### src/common/cpu_cfg.svh
`ifndef CPU_CFG_SVH
`define CPU_CFG_SVH

// Width of every register, ALU operand and memory word
`define CPU_DATA_W 16

// Register IDs are one nibble of the instruction word
`define CPU_REG_ID_W 4

// Architectural registers, entry 0 reads as zero
`define CPU_NUM_REGS 16

// Data memory words, addressed by the low byte of base plus offset
`define CPU_MEM_DEPTH 256

`endif

### src/design/regFile.sv
`timescale 1ns/1ps
`include "cpu_cfg.svh"

module regFile (
  input  logic                     clk,
  input  logic                     rstN,
  input  logic [`CPU_REG_ID_W-1:0] rdAddr1,
  input  logic [`CPU_REG_ID_W-1:0] rdAddr2,
  input  logic                     wrEn,     // Retiring write from WB
  input  logic [`CPU_REG_ID_W-1:0] wrAddr,
  input  logic [`CPU_DATA_W-1:0]   wrData,
  output logic [`CPU_DATA_W-1:0]   rdData1,
  output logic [`CPU_DATA_W-1:0]   rdData2
);
  logic [`CPU_DATA_W-1:0] regs [`CPU_NUM_REGS];

  // A write in the same cycle shows up at once, so ID never needs a WB bypass
  function automatic logic [`CPU_DATA_W-1:0] readPort(input logic [`CPU_REG_ID_W-1:0] addr);
    if (addr == '0) return '0;
    if (wrEn && (wrAddr == addr)) return wrData;
    return regs[addr];
  endfunction

  always_comb begin
    rdData1 = readPort(rdAddr1);
    rdData2 = readPort(rdAddr2);
  end

  always_ff @(posedge clk) begin
    if (!rstN) begin
      for (int i = 0; i < `CPU_NUM_REGS; i++) regs[i] <= '0;
    end else if (wrEn && (wrAddr != '0)) begin
      regs[wrAddr] <= wrData;
    end
  end

  // Decode already strips register 0 writes, long before they reach here
  assert property (@(posedge clk) disable iff (!rstN) wrEn |-> (wrAddr != '0));

endmodule

### config.mk
export PLATFORM = sky130hd
export DESIGN_NAME = regFile
export DESIGN_NICKNAME = d
export VERILOG_FILES = /design/src/design/regFile.sv
export VERILOG_INCLUDE_DIRS = /design/src /design/src/common
export SDC_FILE = /design/constraint.sdc
export NUM_CORES = 1
export LEC_CHECK = 0
export ABC_AREA = 1
export BUFFER_PORTS_ARGS = -buffer_cell sky130_fd_sc_hd__buf_2
export CAP_MARGIN = 5
export CORE_ASPECT_RATIO = 1.2
export CORE_UTILIZATION = 41
export DETAILED_ROUTE_END_ITERATION = 16
export GPL_TIMING_DRIVEN = 0
export MAX_ROUTING_LAYER = met4
export PLACE_DENSITY = 0.64
export SYNTH_ARGS = -nofsm -noshare
export SYNTH_HDL_FRONTEND = slang
export SYNTH_SLANG_ARGS = --single-unit
### constraint.sdc
create_clock -name clk -period 1.85 [get_ports clk]
set_clock_uncertainty 0.05 [all_clocks]
set_input_delay 0.0925 -clock clk [delete_from_list [all_inputs] [get_ports clk]]
set_output_delay 0.0925 -clock clk [all_outputs]
set_load 0.02 [all_outputs]
==> flow_summary.toml, run 1 <==
[placement]
dpl.hpwl_mm = 45.6
gp_congestion = 1.06
port_buffers = 57
dp_slack_ps = -1080

[cts]
cts_root_buffer = "clkbuf_16"
clock_path_buffers = 3
htreeDepth = 1
cts_tree = "built"
numClockSinks = 256
cts_buffers = 28
path_clk_slew_ps = 60

[yosys]
ys.warnings.count = 0
yosysSeqAreaShare = 0.508
synth_seq_cells = 256
synth_cells = 2088
synth_area_per_cell_um2 = 7.25
yosysUniqueCellTypes = 15
synth_area_um2 = 15100

[final_layout]
top_regs = "regs: 256 flops"
area_delta_synth_final_pct = 27.7
top_register = "regs"
final-seq-area_um2 = 7690
layout_commonest_cell = "nand2_1"
fillCellCount = 3536
multi_input_area_um2 = 8020
utilization = 0.535
final_cell_mix = "nand2_1, nor2_1, edfxtp_1"
drive_gt1_frac = 0.303
nets = 2232
largest_reg_flops = 256
antennaDiodeCount = 0

[worst_setup_path]
worstPathArrival_ps = 1910
critical_path.max_fanout = 10
required_ps = 1710
critPathCaptureType = "primary output"
critPathKind = "input port to primary output"
critPathLaunchType = "input port"

[run]
drv_cap = 0

[floorplanning]
die_x_um = 177
core_area_um2 = 36100
start_util = 0.419
die_area_um2 = 37700
rows = 76
io_pins = 63
die_y_um = 212

[global_route]
grt_max_degree = 17
antenna_found_initial = 0
grt_overflow = 0
grt_pass1_vias = 14200
grtUsageTotal = 0.346
grt_pass1_wl_mm = 90.5

[detailed_routing]
vias = 15100
drtAntennaViolNets = 0
post-route-drc-count = 0
drt_wl_total_mm = 63.5
dr.first_iter.drc_count = 1844
first_pass_iters = 6
avgRoutedWirePerCell_um = 23.6
viasPerCell = 5.60

[power_and_ir_drop]
peakVddDrop_mv = 0.662
power.density_nw_per_um2 = 828
p_leak_nw = 8.69

[timing]
finalHoldViolCount = 0
hold_ws_ps = 18.3
worst_slew_pin_slew_ps = 1220
min_period_ps = 2050
setup_violations = 40
drv_slew = 0
fin_crit_sh = 1.11
setup_tns_ps = -3910
fmax_mhz = 488
fin_ws_ps = -199
maxSlewHeadroom = 0.189
rsz0062_at_grt = "true"

[run_status]
outcome = "complete, but fails checks"
violations = "setup timing"

[hold_path]
min_path_type = "input port to register"
[synth_stat cells]
master / n / area (µm²)
nand3_1: 358 / 1790
clkbuf_1: 51 / 191
a21oi_1: 1 / 5.00
edfxtp_1: 256 / 7690
o21ai_0: 32 / 160
nand2_1: 689 / 2590
nor2_2: 2 / 12.5
xnor2_1: 2 / 17.5
buf_1: 41 / 154
inv_1: 220 / 826
inv_2: 4 / 15.0
nor2_1: 380 / 1430
buf_2: 50 / 250
nor3_2: 1 / 10.0
conb_1: 1 / 3.75
[per-layer routing]
| metal | wire length [µm] | vias to the layer above | global-route usage |
|---|---|---|---|
| li1 | - | 6814 | - |
| met3 | 5110 | 196 | 0.0481 |
| met1 | 24300 | 7222 | 0.421 |
| met4 | 4600 | 0 | 0.210 |
| met5 | 0 | - | - |
| met2 | 29500 | 832 | 0.546 |
[metrics by stage]
stage          total power [mW]  area (µm²)  instances
5_1_grt                    16.4       19300       2688
2_1_floorplan              8.43       15200       2103
6_report                   16.0       19300       2688
4_1_cts                    15.6       18200       2688
3_5_place_dp               9.46       16100       2628
3_3_place_gp               9.43       16100       2628
[cell families after synthesis]
| logic type | after synthesis | synth area share |
|---|---|---|
| AO/OA/AOI/OAI | 33 | 0.0109 |
| XOR/XNOR | 2 | 0.00116 |
| buffers and inverters | 366 | 0.0949 |
| flip-flops | 256 | 0.508 |
| other | 1 | 0.000248 |
| AND/OR/NAND/NOR | 1430 | 0.385 |
[report_power, final]
| group | total (mW) | internal (mW) | switching (mW) |
|---|---|---|---|
| Clock | 5.82 | 3.39 | 2.43 |
| Sequential | 6.85 | 6.72 | 0.128 |
| Combinational | 3.34 | 0.990 | 2.35 |
| Total | 16.0 | 11.1 | 4.91 |
[worst max-delay path, stage by stage]
cell,delay [ps]
buf_2,140
inv_1,120
buf_4,280
buf_2,350
nand3_1,140
nand3_2,130
nand2_2,90
nor2_4,170
nor2_1,60
nor2_1,150
buf_4,180
[what timing repair did]
| item | CTS | global route |
|---|---|---|
| hold buffers | 11 | 0 |
| resized for setup | 358 | 368 |
| buffers inserted | 0 | 0 |
| setup endpoints to repair | 256 | 310 |
| endpoints found under the hold margin | 43 | 0 |
| pin swaps | 110 | 149 |
[worst paths after layout]
check,end,slack [ps],cells after the start,start
max,rdData1[6],-200,11,rdAddr1[1]
min,regs[4][12],20,3,wrData[12]
[area by class of cell]
class / count / share of cell area
buffer: 142 / 0.0390
multi-input combinational: 1481 / 0.415
clock buffer: 33 / 0.0383
sequential: 256 / 0.398
inverter: 224 / 0.0435
tap: 468 / 0.0303
timing repair buffer: 68 / 0.0271
clock inverter: 16 / 0.00932
No activity file was read; power rests on OpenSTA's default activity.
==> run 2: changes to the inputs <==
CORE_MARGIN = 1.5   (was unset)
CORE_UTILIZATION = 58   (was 41)
PLACE_DENSITY = 0.81   (was 0.64)
clock period = 2.18 ns   (was 1.85 ns; I/O delays follow)
==> flow_summary.toml, run 2 (synthesis gave the netlist of run 1 again) <==
[run_status]
outcome = "complete, but fails checks"
violations = "setup timing"

[power_and_ir_drop]
p_leak_nw = 8.05
peakVddDrop_mv = 0.682
power.density_nw_per_um2 = 724
total_power_mw = 12.2

[timing]
worst_slew_pin_slew_ps = 1370
finalHoldViolCount = 0
drv_slew = 0
hold_ws_ps = 21.0
fmax_mhz = 456
maxSlewHeadroom = 0.0875
fin_ws_ps = -14.0
setup_tns_ps = -188
setup_violations = 18
min_period_ps = 2190
fin_crit_sh = 1.01
rsz0062_at_grt = "true"

[final_layout]
largest_reg_flops = 256
top_regs = "regs: 256 flops"
top_register = "regs"
final_cell_mix = "nand2_1, nor2_1, nand3_1"
antennaDiodeCount = 0
drive_gt1_frac = 0.101
layout_commonest_cell = "nand2_1"
final_area_um2 = 16800
nets = 2222
area_delta_synth_final_pct = 11.3

[global_route]
antenna_found_initial = 0
grt_overflow = 0
grt_pass1_wl_mm = 87.5
grtUsageTotal = 0.464
grt_max_degree = 17
grt_pass1_vias = 14500

[detailed_routing]
drt_wl_total_mm = 60.3
avgRoutedWirePerCell_um = 23.8
post-route-drc-count = 0
drtAntennaViolNets = 0
first_pass_iters = 7
viasPerCell = 6.07
vias = 15400
dr.first_iter.drc_count = 2425

[floorplanning]
die_y_um = 180
start_util = 0.593
die_area_um2 = 27100
core_area_um2 = 25500
die_x_um = 150
io_pins = 63
rows = 64

[cts]
cts_root_buffer = "clkbuf_16"
cts_buffers = 26
path_clk_slew_ps = 70
clock_path_buffers = 3
postCtsSetupBuffers = 0
numClockSinks = 256
htreeDepth = 1
cts_tree = "built"

[placement]
place_area_um2 = 15900
dpl.hpwl_mm = 42.7
gp_congestion = 1.04
port_buffers = 57

[worst_setup_path]
critical_path.max_fanout = 2
critPathCaptureType = "primary output"
critPathLaunchType = "register"
worstPathArrival_ps = 2040
critPathKind = "register to primary output"
required_ps = 2020

[run]
drv_cap = 0

[hold_path]
min_path_type = "input port to register"
-- run 2: cell types whose count changed in the layout (fill, tap and decap cells not counted), sizes merged --
| cell | before | now |
|---|---|---|
| bufinv | 4 | 0 |
| clkinvlp | 2 | 3 |
| dlygate4sd3 | 11 | 3 |
| clkinv | 10 | 12 |
| clkbuf | 100 | 103 |
| clkdlybuf4s15 | 4 | 0 |
| buf | 128 | 126 |
-- run 2: critical path: stages (launching register included) --
cell and delay [ps]:
edfxtp_1 330, inv_1 50, nand2_1 70, nand3_1 130, nand2_1 170, nor2_1 80, nor2_1 280, nor2_1 100
nor2_1 110, buf_2 170
-- run 2: final cells by class --
type	instances	area, µm²
clock inverters	15	68.8
plain buffers	142	658
inverters	224	841
clock buffers	30	687
well taps	330	413
flip-flops and latches	256	7690
repair buffers	60	315
fillers	2190	8690
multi-input cells	1481	6180
-- run 2: per-stage QoR --
| step | utilization | instances | setup WS, ps |
|---|---|---|---|
| finish | 0.660 | 2538 | -14.0 |
| floorplan | - | 2103 | 366 |
| global placement | 0.622 | 2490 | -547 |
| detailed placement | 0.622 | 2490 | -598 |
| CTS | 0.654 | 2538 | 3.88 |
| global route | 0.660 | 2538 | -15.1 |
-- run 2: what timing repair did --
item                                    CTS  global route
hold buffers                              3             0
pin swaps                                 0             1
endpoints found under the setup margin   48           272
hold endpoints to repair                  6             0
gates resized for setup                  18            74
-- run 2: per-layer routing --
layer  vias to the layer above  track usage  part of all wire
li1                       6778            -                 -
met1                      7013        0.578              0.35
met2                      1291        0.668              0.43
met3                       314        0.108              0.13
met4                         0        0.315             0.087
met5                         -            -                 0
-- run 2: path summary, 6_finish.rpt --
path | start | endpoint | slack, ps | cells after the start
setup / recovery | regs[9][10] | rdData2[10] | -10 | 9
hold / removal | wrData[8] | regs[3][8] | 20 | 3
-- run 2: power breakdown --
group	total [mW]	switching, mW	internal [mW]
combinational	2.26	1.70	0.556
sequential	5.80	0.0974	5.70
clock	4.14	1.92	2.23
total	12.2	3.72	8.49
==> run 3: changes to the inputs <==
--- a/config.mk
+++ b/config.mk
@@ -8,13 +8,13 @@
 export LEC_CHECK = 0
 export ABC_AREA = 1
-export BUFFER_PORTS_ARGS = -buffer_cell sky130_fd_sc_hd__buf_2
+export BUFFER_PORTS_ARGS = -buffer_cell sky130_fd_sc_hd__clkbuf_2
 export CAP_MARGIN = 5
 export CORE_ASPECT_RATIO = 1.2
 export CORE_MARGIN = 1.5
-export CORE_UTILIZATION = 58
+export CORE_UTILIZATION = 45
 export DETAILED_ROUTE_END_ITERATION = 16
 export GPL_TIMING_DRIVEN = 0
 export MAX_ROUTING_LAYER = met4
-export PLACE_DENSITY = 0.81
+export PLACE_DENSITY = 0.66
 export SYNTH_ARGS = -nofsm -noshare
 export SYNTH_HDL_FRONTEND = slang
==> constraint.sdc (replaced) <==
create_clock -name clk -period 2.18 [get_ports clk]
set_clock_uncertainty 0.05 [all_clocks]
set_input_delay 0.327 -clock clk [delete_from_list [all_inputs] [get_ports clk]]
set_output_delay 0.327 -clock clk [all_outputs]
set_load 0.02 [all_outputs]
==> flow_summary.toml, run 3 (synthesis gave the netlist of run 1 again) <==
[detailed_routing]
viasPerCell = 5.65
first_pass_iters = 6
avgRoutedWirePerCell_um = 23.9
post-route-drc-count = 0
vias = 15100
drt_wl_total_mm = 63.7
drtAntennaViolNets = 0
dr.first_iter.drc_count = 1448

[worst_setup_path]
critPathBufInv = 4
critPathLaunch = "rdAddr2[1]"
critical_path.max_fanout = 10
critPathKind = "input port to primary output"
critPathMaxStageDelay_ps = 270
required_ps = 1800
critPathCaptureType = "primary output"
path_common_cell = "buf_4"
critPathLaunchType = "input port"
crit_path_end = "rdData2[11]"
cpMaxStageDelayCell = "buf_4"
worstPathArrival_ps = 1870
cp.depth = 10
path_delay_family = "buffers and inverters"
crit_chain = "clkbuf_2, buf_4, buf_4, nand3_1, nand3_2, nand2_2, nor2_4, nor2_1, nor2_1, buf_4"

[floorplanning]
die_x_um = 170
die_y_um = 204
start_util = 0.457
core_area_um2 = 33200
io_pins = 63
rows = 73
die_area_um2 = 34800

[run_status]
violations = "setup timing"
outcome = "complete, but fails checks"

[final_layout]
layout_commonest_cell = "nand2_1"
final_area_um2 = 19700
top_regs = "regs: 256 flops"
top_register = "regs"
antennaDiodeCount = 0
nets = 2227
utilization = 0.593
drive_gt1_frac = 0.327
largest_reg_flops = 256
final_cell_mix = "nand2_1, nor2_1, edfxtp_1"
area_delta_synth_final_pct = 29.8

[power_and_ir_drop]
p_int_mw = 9.28
pwr-share-comb = 0.220
seqPwrFrac = 0.433
p_sw_frac = 0.309
power.density_nw_per_um2 = 684
pwr-share-clk = 0.347
p_leak_nw = 8.85
switchingPower_mw = 4.16
peakVddDrop_mv = 0.664

[cts]
path_clk_slew_ps = 60
clock_path_buffers = 3
cts_root_buffer = "clkbuf_16"
numClockSinks = 256
htreeDepth = 1
cts_tree = "built"
cts_buffers = 28
ctsHoldBuffers = 0

[global_route]
grt_max_degree = 17
grt_pass1_vias = 14200
grt_overflow = 0
grt_pass1_wl_mm = 90.5
antenna_found_initial = 0
grtUsageTotal = 0.377

[timing]
fmax_mhz = 445
setup_violations = 13
rsz0062_at_grt = "true"
min_period_ps = 2250
maxSlewHeadroom = 0.199
fin_crit_sh = 1.03
drv_slew = 0
worst_slew_pin_slew_ps = 1200
fin_ws_ps = -65.4
finalHoldViolCount = 0

[hold_path]
min_path_type = "input port to register"
whs_path_depth = 3

[placement]
port_buffers = 57
place_area_um2 = 16000
gp_congestion = 1.05
dpl.hpwl_mm = 45.2

[run]
drv_cap = 0
-- run 3: cell types whose count changed in the layout (fill, tap and decap cells not counted), sizes merged --
cell / change
clkinv: -2
dlygate4sd3: -3
clkbuf: +18
buf: -6
bufinv: +2
clkinvlp: -2
-- run 3: timing repair --
action                     4_1_cts  5_1_grt
pin swaps                      122      158
buffers inserted                 4        0
cloned                           1        1
gates resized for setup        508      390
setup endpoints to repair      222      264
-- run 3: worst min-delay path by stage --
stage | startpoint | to | slack (ps)
finish | wrData[13] | regs[5][13] | 200
floorplan | wrData[0] | regs[1][0] | 540
global route | wrData[13] | regs[3][13] | 210
CTS | wrData[13] | regs[6][13] | 170
global placement | wrData[13] | regs[2][13] | 770
detailed placement | wrData[13] | regs[6][13] | 760
-- run 3: per-stage QoR --
stage,hold slack [ps],std cells,worst slack [ps],total power [mW],TNS [ps]
finish,204,2665,-65.4,13.4,-234
global route,212,2665,-74.5,13.8,-1120
CTS,170,2664,-156,13.1,-11470
detailed placement,760,2610,-1120,8.04,-197680
global placement,770,2610,-1060,8.02,-182940
floorplan,542,2103,148,7.16,0
-- run 3: per-layer routing --
layer / wire length (µm) / GRT usage / vias to the layer above
li1: - / - / 6814
met1: 24400 / 0.465 / 7090
met2: 28700 / 0.576 / 899
met3: 5300 / 0.0484 / 247
met4: 5220 / 0.266 / 0
met5: 0 / - / -
-- run 3: power by group through the flow --
stage	Combinational, mW	Clock (mW)	Sequential [mW]
3_3_place_gp	2.12	0	5.90
3_5_place_dp	2.13	0	5.91
6_report	2.96	4.66	5.82
5_1_grt	3.11	4.82	5.85
4_1_cts	2.58	4.67	5.81
2_1_floorplan	1.29	0	5.87
-- run 3: area by class of cell --
type	instances	area, µm²
buffer	142	1060
clock buffer	36	752
clock inverter	13	110
fill	3112	13500
inverter	224	841
multi-input combinational	1481	8100
sequential	256	7690
tap	450	563
timing repair buffer	63	547
