### src/common/cpu_cfg.svh
`ifndef CPU_CFG_SVH
`define CPU_CFG_SVH

// Width of every register, ALU operand and memory word
`define CPU_DATA_W 16

// Register IDs are one nibble of the instruction word
`define CPU_REG_ID_W 4

// Architectural registers, entry 0 reads as zero
`define CPU_NUM_REGS 16

// Data memory words, addressed by the low byte of base plus offset
`define CPU_MEM_DEPTH 256

`endif

### src/common/cpuPkg.sv
`include "cpu_cfg.svh"

package cpuPkg;

  // Top nibble of each instruction word
  typedef enum logic [3:0] {
    OP_ADD  = 4'd0,
    OP_SUB  = 4'd1,
    OP_AND  = 4'd2,
    OP_XOR  = 4'd3,
    OP_ADDI = 4'd4,
    OP_LW   = 4'd8,
    OP_SW   = 4'd9
  } opcodeE;

  // Register-register layout
  typedef struct packed {
    opcodeE                   op;
    logic [`CPU_REG_ID_W-1:0] rd;
    logic [`CPU_REG_ID_W-1:0] rs;
    logic [`CPU_REG_ID_W-1:0] rt;
  } rTypeS;

  // Immediate layout, also used by LW and SW (rd is the SW data register)
  typedef struct packed {
    opcodeE                   op;
    logic [`CPU_REG_ID_W-1:0] rd;
    logic [`CPU_REG_ID_W-1:0] rs;
    logic [3:0]               imm;  // Signed offset or constant
  } iTypeS;

  // One fetched word, seen either way by the decoder
  typedef union packed {
    rTypeS rType;
    iTypeS iType;
  } instrU;

  typedef enum logic [1:0] {FWD_NONE = 2'd0, FWD_WB = 2'd1, FWD_MEM = 2'd2} fwdSelE;

  typedef enum logic [1:0] {ALU_ADD, ALU_SUB, ALU_AND, ALU_XOR} aluOpE;

endpackage

### src/design/execStage.sv
`timescale 1ns/1ps
`include "cpu_cfg.svh"

module execStage (
  input  logic                   clk,
  input  logic                   rstN,
  input  logic                   idExLoad,        // Capture new operands from ID
  input  logic [`CPU_DATA_W-1:0] rdData1,
  input  logic [`CPU_DATA_W-1:0] rdData2,
  input  logic [3:0]             immVal,
  input  cpuPkg::aluOpE          aluOp,
  input  logic                   useImm,          // ALU B takes the immediate
  input  cpuPkg::fwdSelE         forwardA,
  input  cpuPkg::fwdSelE         forwardB,
  input  logic [`CPU_DATA_W-1:0] memFwdData,      // EX/MEM result
  input  logic [`CPU_DATA_W-1:0] wbFwdData,       // MEM/WB value
  output logic [`CPU_DATA_W-1:0] exMemResult,
  output logic [`CPU_DATA_W-1:0] exMemStoreData
);
  logic [`CPU_DATA_W-1:0] opA;
  logic [`CPU_DATA_W-1:0] opB;
  logic [`CPU_DATA_W-1:0] immExt;
  logic [`CPU_DATA_W-1:0] aluA;
  logic [`CPU_DATA_W-1:0] fwdB;    // Forwarded rt, or SW data
  logic [`CPU_DATA_W-1:0] aluB;
  logic [`CPU_DATA_W-1:0] aluOut;

  function automatic logic [`CPU_DATA_W-1:0] fwdMux(input cpuPkg::fwdSelE sel,
      input logic [`CPU_DATA_W-1:0] regVal, input logic [`CPU_DATA_W-1:0] memVal,
      input logic [`CPU_DATA_W-1:0] wbVal);
    case (sel)
      cpuPkg::FWD_MEM: return memVal;
      cpuPkg::FWD_WB:  return wbVal;
      default:         return regVal;
    endcase
  endfunction

  ////////////////////
  // ID/EX operands
  always_ff @(posedge clk) begin
    if (!rstN) begin
      opA    <= '0;
      opB    <= '0;
      immExt <= '0;
    end else if (idExLoad) begin
      opA    <= rdData1;
      opB    <= rdData2;
      immExt <= {{(`CPU_DATA_W-4){immVal[3]}}, immVal};  // Offsets run from -8 to 7
    end
  end

  assign aluA = fwdMux(forwardA, opA, memFwdData, wbFwdData);
  assign fwdB = fwdMux(forwardB, opB, memFwdData, wbFwdData);
  assign aluB = useImm ? immExt : fwdB;

  always_comb begin
    aluOut = aluA + aluB;
    case (aluOp)
      cpuPkg::ALU_SUB: aluOut = aluA - aluB;
      cpuPkg::ALU_AND: aluOut = aluA & aluB;
      cpuPkg::ALU_XOR: aluOut = aluA ^ aluB;
      default:         aluOut = aluA + aluB;
    endcase
  end

  // EX/MEM result, doubling as the LW and SW address
  always_ff @(posedge clk) begin
    exMemResult    <= aluOut;
    exMemStoreData <= fwdB;
  end

endmodule

### config.mk
export PLATFORM = sky130hd
export DESIGN_NAME = execStage
export DESIGN_NICKNAME = d
export VERILOG_FILES = /design/src/common/cpuPkg.sv /design/src/design/execStage.sv
export VERILOG_INCLUDE_DIRS = /design/src /design/src/common
export SDC_FILE = /design/constraint.sdc
export NUM_CORES = 1
export LEC_CHECK = 0
export BUFFER_PORTS_ARGS = -buffer_cell sky130_fd_sc_hd__buf_2
export CELL_PAD_IN_SITES_DETAIL_PLACEMENT = 0
export CELL_PAD_IN_SITES_GLOBAL_PLACEMENT = 1
export CORE_AREA = 2 2 115 117
export DETAILED_ROUTE_END_ITERATION = 16
export DIE_AREA = 0 0 117 119
export GPL_TIMING_DRIVEN = 1
export PLACE_DENSITY_LB_ADDON = 0.08
export SETUP_SLACK_MARGIN = 0.5
export SLEW_MARGIN = 0
export SYNTH_ARGS = -nofsm -noshare
export SYNTH_HDL_FRONTEND = slang
export SYNTH_SLANG_ARGS = --single-unit
export TNS_END_PERCENT = 10
### constraint.sdc
create_clock -name clk -period 3.5 [get_ports clk]
set_input_delay 0.35 -clock clk [delete_from_list [all_inputs] [get_ports clk]]
set_output_delay 0.35 -clock clk [all_outputs]
set_load 0.05 [all_outputs]
==> results.sh, run 1 <==
export IMPL_nets=810
export IMPL_cts_root_buf="clkbuf_16"
export IMPL_initial_core_util=0.348
export IMPL_cp_max_fo=10
export IMPL_finalClockSkew_ps=4.46
export IMPL_drive_gt1_frac=0.351
export IMPL_slew_viol_final=0
export IMPL_yosys_most_used_dff="dfxtp_1"
export IMPL_dp_hpwl_mm=11.0
export IMPL_synthCells=515
export IMPL_worstHoldPathCells=3
export IMPL_clk_latency_ps=340
export IMPL_drt_pass1_iter_count=5
export IMPL_max_clock_freq_mhz=287
export IMPL_yosysSeqAreaShare=0.304
export IMPL_antenna_found_initial=0
export IMPL_die_area_um2=13900
export IMPL_syn_area_um2=4480
export IMPL_fp_dieW_um=117
export IMPL_fin_crit_sh=0.995
export IMPL_cts_sinks=68
export IMPL_design_area_um2=6180
export IMPL_clkTransAtPathRegs_ps=60
export IMPL_postSynth_asyncResetShare=0
export IMPL_grt_pass1_wl_mm=21.5
export IMPL_leakage_nw=3.00
export IMPL_crit_type="in -> reg"
export IMPL_fillers=1275
export IMPL_drtAntennaViolNets=0
export IMPL_cts_htree_levels=3
export IMPL_grt_overflow=0
export IMPL_vias_per_cell=4.84
export IMPL_gp_congestion=0.828
export IMPL_routed_wl_mm=13.6
export IMPL_multi_input_area_um2=3050
export IMPL_diodes=0
export IMPL_grt_pass1_vias=4210
export IMPL_wl_per_cell_um=15.5
export IMPL_dpl_instance_area_um2=5830
export IMPL_synth_nets=634
export IMPL_worstSetupEndpointType="flop"
export IMPL_hold_start="rdData1[0]"
export IMPL_finalCriticalPeriod_ps=3480
export IMPL_tightest_slew_ps=1070
export IMPL_synth_warnings=0
export IMPL_core_area_um2=12900
export IMPL_min_path_type="in -> reg"
export IMPL_grt_start_max_net_pins=37
export IMPL_synth_largest_area_cell="dfxtp_1"
export IMPL_status="completed"
export IMPL_cts_tree="built"
export IMPL_crit_required_ps=3730
export IMPL_seq_area_um2=1360
export IMPL_startpoint_type="input port"
export IMPL_final_cell_mix="buf_2, buf_4, dfxtp_1, nand2_1, mux2i_1"
export IMPL_clockBufferDepth=2
export IMPL_holdBufCountCts=0
export IMPL_synth_top_area_share=0.304
export IMPL_vias=4222
export IMPL_synth_edf_count=0
export IMPL_cts_buffers=9
export IMPL_cp_data_arrival_time_ps=3710
export IMPL_io_buffers=109
export IMPL_ys_ff_latch=68
export IMPL_final_setup_viol_count=0
export IMPL_grt_usage=0.202
export IMPL_rr_startpoint="opB[1]"
export IMPL_drt_iter0_markers=263
export IMPL_synth_cell_types=50
export IMPL_drv_cap=0
export IMPL_hold_viol_final=0
export IMPL_area_delta_synth_final_pct=37.9
export IMPL_die_h_um=119
export IMPL_io_pins=110
export IMPL_ff2ff_path_depth=16
export IMPL_layout_commonest_cell="buf_2"
export IMPL_cp_startpoint="forwardB[1]"
export IMPL_drc=0
export IMPL_relSlewSlack=0.287
export IMPL_max_vdd_ir_drop_mv=0.246
export IMPL_power_density_nw_per_um2=499
export IMPL_rows=42
export IMPL_fin_hold_ws_ps=264
export IMPL_syn_avg_cell_area_um2=8.71
export IMPL_grt_setup_unrepaired="true"
export IMPL_tns_ps=0
export IMPL_synth_area_leaders="dfxtp_1, ha_1, mux2i_1, nor2b_1, nand2_1"
==> report_power, final <==
part           internal (mW)  switching [mW]
sequential             0.870          0.0310
combinational          0.566           0.781
clock                  0.496           0.343
==> critical path: stages <==
cell and delay, ps:
buf_4 150, ha_4 290, a221oi_2 210, nor2_2 90, a21boi_2 210, ha_2 240, o311ai_4 100, nor2_1 120
nand2_1 100, a211o_1 350, o21ai_2 130, xor2_1 160, ha_1 290, a21oi_2 180, nand4_1 170, a41oi_2 250
nor3_1 80, o31a_1 230
==> cell type report <==
class / count / area share
multi-input combinational: 402 / 0.494
sequential: 68 / 0.220
timing repair buffer: 195 / 0.195
clock buffer: 12 / 0.0399
tap: 176 / 0.0356
inverter: 15 / 0.0111
clock inverter: 4 / 0.00405
==> synth_stat cells, types with 2 or more instances <==
cell      number
a221oi_1       6
mux2i_1       47
dfxtp_1       68
xnor2_1       11
a211oi_1       2
ha_1          40
buf_2          3
mux2_2         2
a22oi_1       26
a21bo_2        2
nor3_1         4
clkbuf_1      17
nor2b_1       45
nand2b_1      10
o31a_1         2
nand2_1       56
o21a_1         4
xor2_1        12
o211ai_1       8
nand4_1        2
o21ai_0       39
o41ai_2        3
o21ai_1        4
buf_6          5
nor2_1        26
o31ai_1        4
a21oi_1       18
a21o_1         4
buf_1          4
a31oi_1        2
a21boi_2       2
o221ai_1       4
inv_1         15
a211o_1        2
==> cell families (layout without fill, tap and decap cells) <==
| logic type | Yosys count | count (layout) | synth area share |
|---|---|---|---|
| buffers and inverters | 45 | 226 | 0.0477 |
| and+or+nand+nor | 151 | 151 | 0.164 |
| AOI/OAI and AO/OA | 138 | 138 | 0.213 |
| muxes | 49 | 49 | 0.110 |
| xor gates and xnor gates | 23 | 23 | 0.0449 |
| adders and majority gates | 41 | 41 | 0.116 |
| DFF | 68 | 68 | 0.304 |
==> per-layer routing <==
metal,vias up,wire length [um],global-route usage
met5,-,0,0
met1,1939,6620,0.287
met4,0,163,0.0618
met2,88,6270,0.310
li1,2183,-,-
met3,12,509,0.0336
==> stage by stage <==
| stage | power (mW) | cells | utilization | setup slack [ps] |
|---|---|---|---|---|
| final | 3.09 | 872 | 0.480 | 16.8 |
| after global routing | 3.28 | 872 | 0.480 | -184 |
| after CTS | 3.09 | 868 | 0.474 | 96.6 |
| after detailed placement | 2.23 | 852 | 0.453 | -251 |
| after global placement | 2.22 | 852 | 0.453 | -203 |
| after floorplan | 1.77 | 515 | - | 155 |
==> final timing paths <==
kind	to	slack [ps]
worst min-delay path	opA[0]	260
worst max register to register	exMemResult[15]	280
worst max-delay path	exMemResult[15]	20
worst min register to register	exMemStoreData[13]	510
==> timing repair <==
item                       4_1_cts  5_1_grt
pin swaps                        0       17
gates cloned                     0        0
setup endpoints to repair       11       11
resized for setup                1       14
setup buffers                    0        4
==> registers in the layout, summed over array words and instances (netlist names) <==
| signal | flops |
|---|---|
| exMemResult | 16 |
| opA | 16 |
| exMemStoreData | 16 |
| opB | 16 |
| immExt | 4 |
No activity file was read; power rests on OpenSTA's default activity.
==> inputs of run 2 (changes only) <==
--- a/config.mk
+++ b/config.mk
@@ -9,9 +9,9 @@
 export BUFFER_PORTS_ARGS = -buffer_cell sky130_fd_sc_hd__buf_2
 export CELL_PAD_IN_SITES_DETAIL_PLACEMENT = 0
 export CELL_PAD_IN_SITES_GLOBAL_PLACEMENT = 1
-export CORE_AREA = 2 2 115 117
+export CORE_AREA = 3 3 116 118
 export DETAILED_ROUTE_END_ITERATION = 16
-export DIE_AREA = 0 0 117 119
+export DIE_AREA = 0 0 119 121
 export GPL_TIMING_DRIVEN = 1
 export PLACE_DENSITY_LB_ADDON = 0.08
 export SETUP_SLACK_MARGIN = 0.5
==> results.sh, run 2 (synthesis results as in run 1) <==
export IMPL_cts_sinks=68
export IMPL_drt_pass1_iter_count=5
export IMPL_area_delta_synth_final_pct=39.8
export IMPL_dp_hpwl_mm=11.0
export IMPL_drc=0
export IMPL_use_met3=0.0466
export IMPL_tns_ps=0
export IMPL_routed_wl_mm=14.0
export IMPL_grt_usage=0.197
export IMPL_vias=4302
export IMPL_io_buffers=109
export IMPL_drt_iter0_markers=181
export IMPL_slew_viol_final=0
export IMPL_nets=818
export IMPL_final_util=0.499
export IMPL_cts_tree="built"
export IMPL_finalCriticalPeriod_ps=3370
export IMPL_clkTransAtPathRegs_ps=60
export IMPL_power_density_nw_per_um2=504
export IMPL_top_usage_layer="met2"
export IMPL_grt_util_met2=0.305
export IMPL_tightest_slew_ps=1120
export IMPL_ff2ff_path_depth=15
export IMPL_max_vdd_ir_drop_mv=0.228
export IMPL_rrSetupSlack_ps=380
export IMPL_wl_per_cell_um=16.0
export IMPL_cts_buffers=9
export IMPL_grt_pass1_wl_mm=22.4
export IMPL_design_area_um2=6270
export IMPL_slowest_delay_ps=360
export IMPL_cts_htree_levels=3
export IMPL_worstSetupEndpointType="flop"
export IMPL_fillers=1226
export IMPL_r2r_end="exMemResult[14]"
export IMPL_final_setup_viol_count=0
export IMPL_clk_latency_ps=330
export IMPL_drive_gt1_frac=0.363
export IMPL_finalClockSkew_ps=4.38
export IMPL_dpl_instance_area_um2=5840
export IMPL_crit_family="compound AO/OA/AOI/OAI gates"
export IMPL_antenna_found_initial=0
export IMPL_worstHoldPathCells=3
export IMPL_startpoint_type="input port"
export IMPL_vias_per_cell=4.92
export IMPL_holdBufCountCts=0
export IMPL_rows=41
export IMPL_max_clock_freq_mhz=296
export IMPL_die_area_um2=14400
export IMPL_crit_type="in -> reg"
export IMPL_gp_congestion=0.912
export IMPL_relSlewSlack=0.251
export IMPL_grt_pass1_vias=4246
export IMPL_cp_max_fo=11
export IMPL_crit_required_ps=3720
export IMPL_hold_viol_final=0
export IMPL_grt_overflow=0
export IMPL_diodes=0
export IMPL_min_to="opA[0]"
export IMPL_hold_start="rdData1[0]"
export IMPL_gr_usage_met1=0.280
export IMPL_grt_setup_unrepaired="true"
export IMPL_multi_input_area_um2=3080
export IMPL_seq_area_um2=1360
export IMPL_min_path_type="in -> reg"
export IMPL_initial_core_util=0.357
export IMPL_drv_cap=0
export IMPL_cp_data_arrival_time_ps=3600
export IMPL_layout_commonest_cell="buf_2"
export IMPL_fin_hold_ws_ps=272
export IMPL_core_area_um2=12600
export IMPL_rr_startpoint="opB[0]"
export IMPL_cts_root_buf="clkbuf_16"
export IMPL_fp_dieW_um=119
export IMPL_die_h_um=121
export IMPL_crit_buf_inv=3
export IMPL_final_cell_mix="buf_2, buf_4, dfxtp_1, nand2_1, mux2i_1"
export IMPL_clockBufferDepth=2
export IMPL_drtAntennaViolNets=0
export IMPL_critPathSlowestCell="a31oi_2"
export IMPL_grt_start_max_net_pins=37
export IMPL_io_pins=110
export IMPL_crit_chain="buf_2 -> inv_2 -> ha_4 -> buf_4 -> or2_2 -> o221ai_2 -> nor2_1 -> a31oi_2 -> nand2b_1 -> xnor2_2 -> ha_1 -> nand2_1 -> a211o_1 -> nand4_1 -> a41oi_2 -> o21a_1 -> o31a_1"
export IMPL_finalPower_mw=3.16
export IMPL_status="completed"
export IMPL_leakage_nw=3.07
export IMPL_fin_crit_sh=0.964
run 2: routing by layer:
metal	vias up	share of wire
met3	8	0.049
met4	0	0.0061
met1	1971	0.50
met2	112	0.45
met5	-	0
li1	2211	-
run 2: worst max path at each step:
stage	startpoint	to	slack, ps	cells past startpoint
2_1_floorplan	forwardB[1]	exMemResult[15]	150	19
3_3_place_gp	forwardB[1]	exMemResult[15]	-360	16
3_5_place_dp	forwardB[1]	exMemResult[15]	-390	16
4_1_cts	forwardB[0]	exMemResult[15]	100	19
5_1_grt	forwardB[0]	exMemResult[15]	-90	19
6_report	forwardB[0]	exMemResult[15]	130	17
run 2: worst min-delay path, stage by stage:
cell,delay (ps)
buf_2,70
mux2i_1,50
nor2b_1,90
run 2: report_power, final:
| group | internal [mW] | switching (mW) | leakage [nW] | total [mW] |
|---|---|---|---|---|
| combinational | 0.587 | 0.794 | 2.36 | 1.38 |
| sequential | 0.870 | 0.0304 | 0.565 | 0.900 |
| clock | 0.552 | 0.330 | 0.145 | 0.882 |
| total | 2.01 | 1.15 | 3.07 | 3.16 |
run 2: layout make-up:
type,instances,share of cell area
multi-input combinational,402,0.491
tap,172,0.0343
clock buffer,14,0.0453
clock inverter,1,0.000798
timing repair buffer,203,0.201
inverter,15,0.0110
sequential,68,0.217
run 2: stage by stage:
| stage | setup slack (ps) | instances |
|---|---|---|
| 6_report | 126 | 875 |
| 5_1_grt | -93.9 | 875 |
| 4_1_cts | 99.3 | 869 |
| 3_5_place_dp | -389 | 852 |
| 3_3_place_gp | -363 | 852 |
| 2_1_floorplan | 155 | 515 |
run 2: timing repair:
| item | in CTS | in global routing |
|---|---|---|
| endpoints found under the setup margin | 9 | 11 |
| gates resized for setup | 3 | 16 |
| pin swaps | 4 | 19 |
| setup buffers | 2 | 6 |
==> inputs of run 3 (changes only) <==
--- a/config.mk
+++ b/config.mk
@@ -6,12 +6,12 @@
 export SDC_FILE = /design/constraint.sdc
 export NUM_CORES = 1
 export LEC_CHECK = 0
-export BUFFER_PORTS_ARGS = -buffer_cell sky130_fd_sc_hd__buf_2
 export CELL_PAD_IN_SITES_DETAIL_PLACEMENT = 0
 export CELL_PAD_IN_SITES_GLOBAL_PLACEMENT = 1
-export CORE_AREA = 3 3 116 118
+export CORE_AREA = 3 3 107 109
 export DETAILED_ROUTE_END_ITERATION = 16
-export DIE_AREA = 0 0 119 121
+export DIE_AREA = 0 0 110 112
+export DONT_BUFFER_PORTS = 1
 export GPL_TIMING_DRIVEN = 1
 export PLACE_DENSITY_LB_ADDON = 0.08
 export SETUP_SLACK_MARGIN = 0.5
==> results.sh, run 3 (synthesis results as in run 1) <==
export IMPL_status="completed"
export IMPL_vias=3930
export IMPL_die_area_um2=12300
export IMPL_dp_hpwl_mm=10.0
export IMPL_cp_data_arrival_time_ps=3540
export IMPL_slew_viol_final=0
export IMPL_tightest_slew_ps=576
export IMPL_power_density_nw_per_um2=509
export IMPL_drtAntennaViolNets=0
export IMPL_io_buffers=0
export IMPL_crit_required_ps=3770
export IMPL_cts_tree="built"
export IMPL_final_cell_mix="buf_4, dfxtp_1, nand2_1, mux2i_1, nor2b_1"
export IMPL_leakage_nw=2.54
export IMPL_rows=38
export IMPL_layout_commonest_cell="buf_4"
export IMPL_grt_setup_unrepaired="true"
export IMPL_cts_root_buf="clkbuf_8"
export IMPL_clk_latency_ps=370
export IMPL_max_vdd_ir_drop_mv=0.222
export IMPL_drc=0
export IMPL_min_path_type="in -> reg"
export IMPL_worstSetupEndpointType="flop"
export IMPL_dp_cells=669
export IMPL_io_pins=110
export IMPL_fp_dieW_um=110
export IMPL_fin_cells=723
export IMPL_clockBufferDepth=2
export IMPL_drive_gt1_frac=0.242
export IMPL_routed_wl_mm=13.3
export IMPL_cts_sinks=68
export IMPL_fillers=1027
export IMPL_tns_ps=0
export IMPL_seq_area_um2=1360
export IMPL_area_delta_synth_final_pct=24.7
export IMPL_cts_buffers=9
export IMPL_antenna_found_initial=0
export IMPL_grt_usage=0.220
export IMPL_hold_viol_final=0
export IMPL_core_area_um2=10700
export IMPL_grt_overflow=0
export IMPL_initial_core_util=0.419
export IMPL_gp_congestion=0.879
export IMPL_vias_per_cell=5.44
export IMPL_finalCriticalPeriod_ps=3270
export IMPL_final_util=0.523
export IMPL_finalClockSkew_ps=8.53
export IMPL_relSlewSlack=0.612
export IMPL_drt_pass1_iter_count=5
export IMPL_grt_start_max_net_pins=37
export IMPL_cp_max_fo=6
export IMPL_crit_type="in -> reg"
export IMPL_die_h_um=112
export IMPL_max_clock_freq_mhz=305
export IMPL_drv_cap=0
export IMPL_final_setup_viol_count=0
export IMPL_grt_pass1_wl_mm=21.0
export IMPL_cts_htree_levels=3
export IMPL_clkTransAtPathRegs_ps=80
export IMPL_startpoint_type="input port"
export IMPL_fin_crit_sh=0.935
export IMPL_grt_pass1_vias=3916
export IMPL_wl_per_cell_um=18.5
export IMPL_multi_input_area_um2=3120
export IMPL_nets=697
export IMPL_diodes=0
export IMPL_drt_iter0_markers=208
-- run 3: where the power goes --
group / switching [mW] / internal, mW / leakage, nW
clock network: 0.338 / 0.406 / 0.104
registers: 0.290 / 0.870 / 0.566
logic: 0.463 / 0.480 / 1.87
-- run 3: per-stage QoR --
stage	power (mW)	hold slack (ps)	area [um2]	setup slack, ps
2_1_floorplan	1.77	442	4600	155
3_3_place_gp	1.98	449	4940	-94.2
3_5_place_dp	1.98	450	4940	-154
4_1_cts	2.82	52.9	5500	321
5_1_grt	3.01	58.8	5590	118
6_report	2.85	63.2	5590	226
-- run 3: path summary, 6_finish.rpt --
path,from,endpoint,slack [ps],cells past startpoint
worst min-delay path,aluOp[1],exMemResult[5],60,1
worst max-delay path,forwardB[0],exMemStoreData[1],230,26
worst min register to register,opB[14],exMemStoreData[14],510,2
worst max register to register,opB[1],exMemStoreData[1],280,24
-- run 3: area by class of cell --
class                   count  share of cell area
multi-input cells         402               0.559
flip-flops and latches     68               0.244
repair buffers             82               0.115
well taps                 140              0.0313
clock buffers              11              0.0235
clock inverters             5              0.0152
inverters                  15              0.0123
-- run 3: what timing repair did --
action,4_1_cts,5_1_grt
setup buffers,33,5
pin swaps,21,21
hold endpoints to repair,0,0
setup endpoints to repair,5,11
gates resized for setup,23,13
hold buffers,0,0
-- run 3: metal layers --
metal / track usage / vias up / part of all wire
met5: 0 / - / 0
met1: 0.300 / 1824 / 0.46
li1: - / 1968 / -
met2: 0.324 / 108 / 0.45
met3: 0.0667 / 30 / 0.065
met4: 0.0848 / 0 / 0.027
-- run 3: worst max-delay path, cell delays in order --
cell and delay, ps:
inv_2 20, ha_4 260, a221oi_2 210, nor2_2 90, buf_4 140, buf_4 120, buf_4 120, buf_4 120
buf_4 120, buf_4 120, buf_4 120, buf_4 120, buf_4 120, buf_4 120, buf_4 120, buf_4 120
buf_4 120, buf_4 130, buf_6 110, buf_6 100, buf_6 110, buf_6 110, buf_4 120, buf_4 120
buf_4 120, buf_4 120
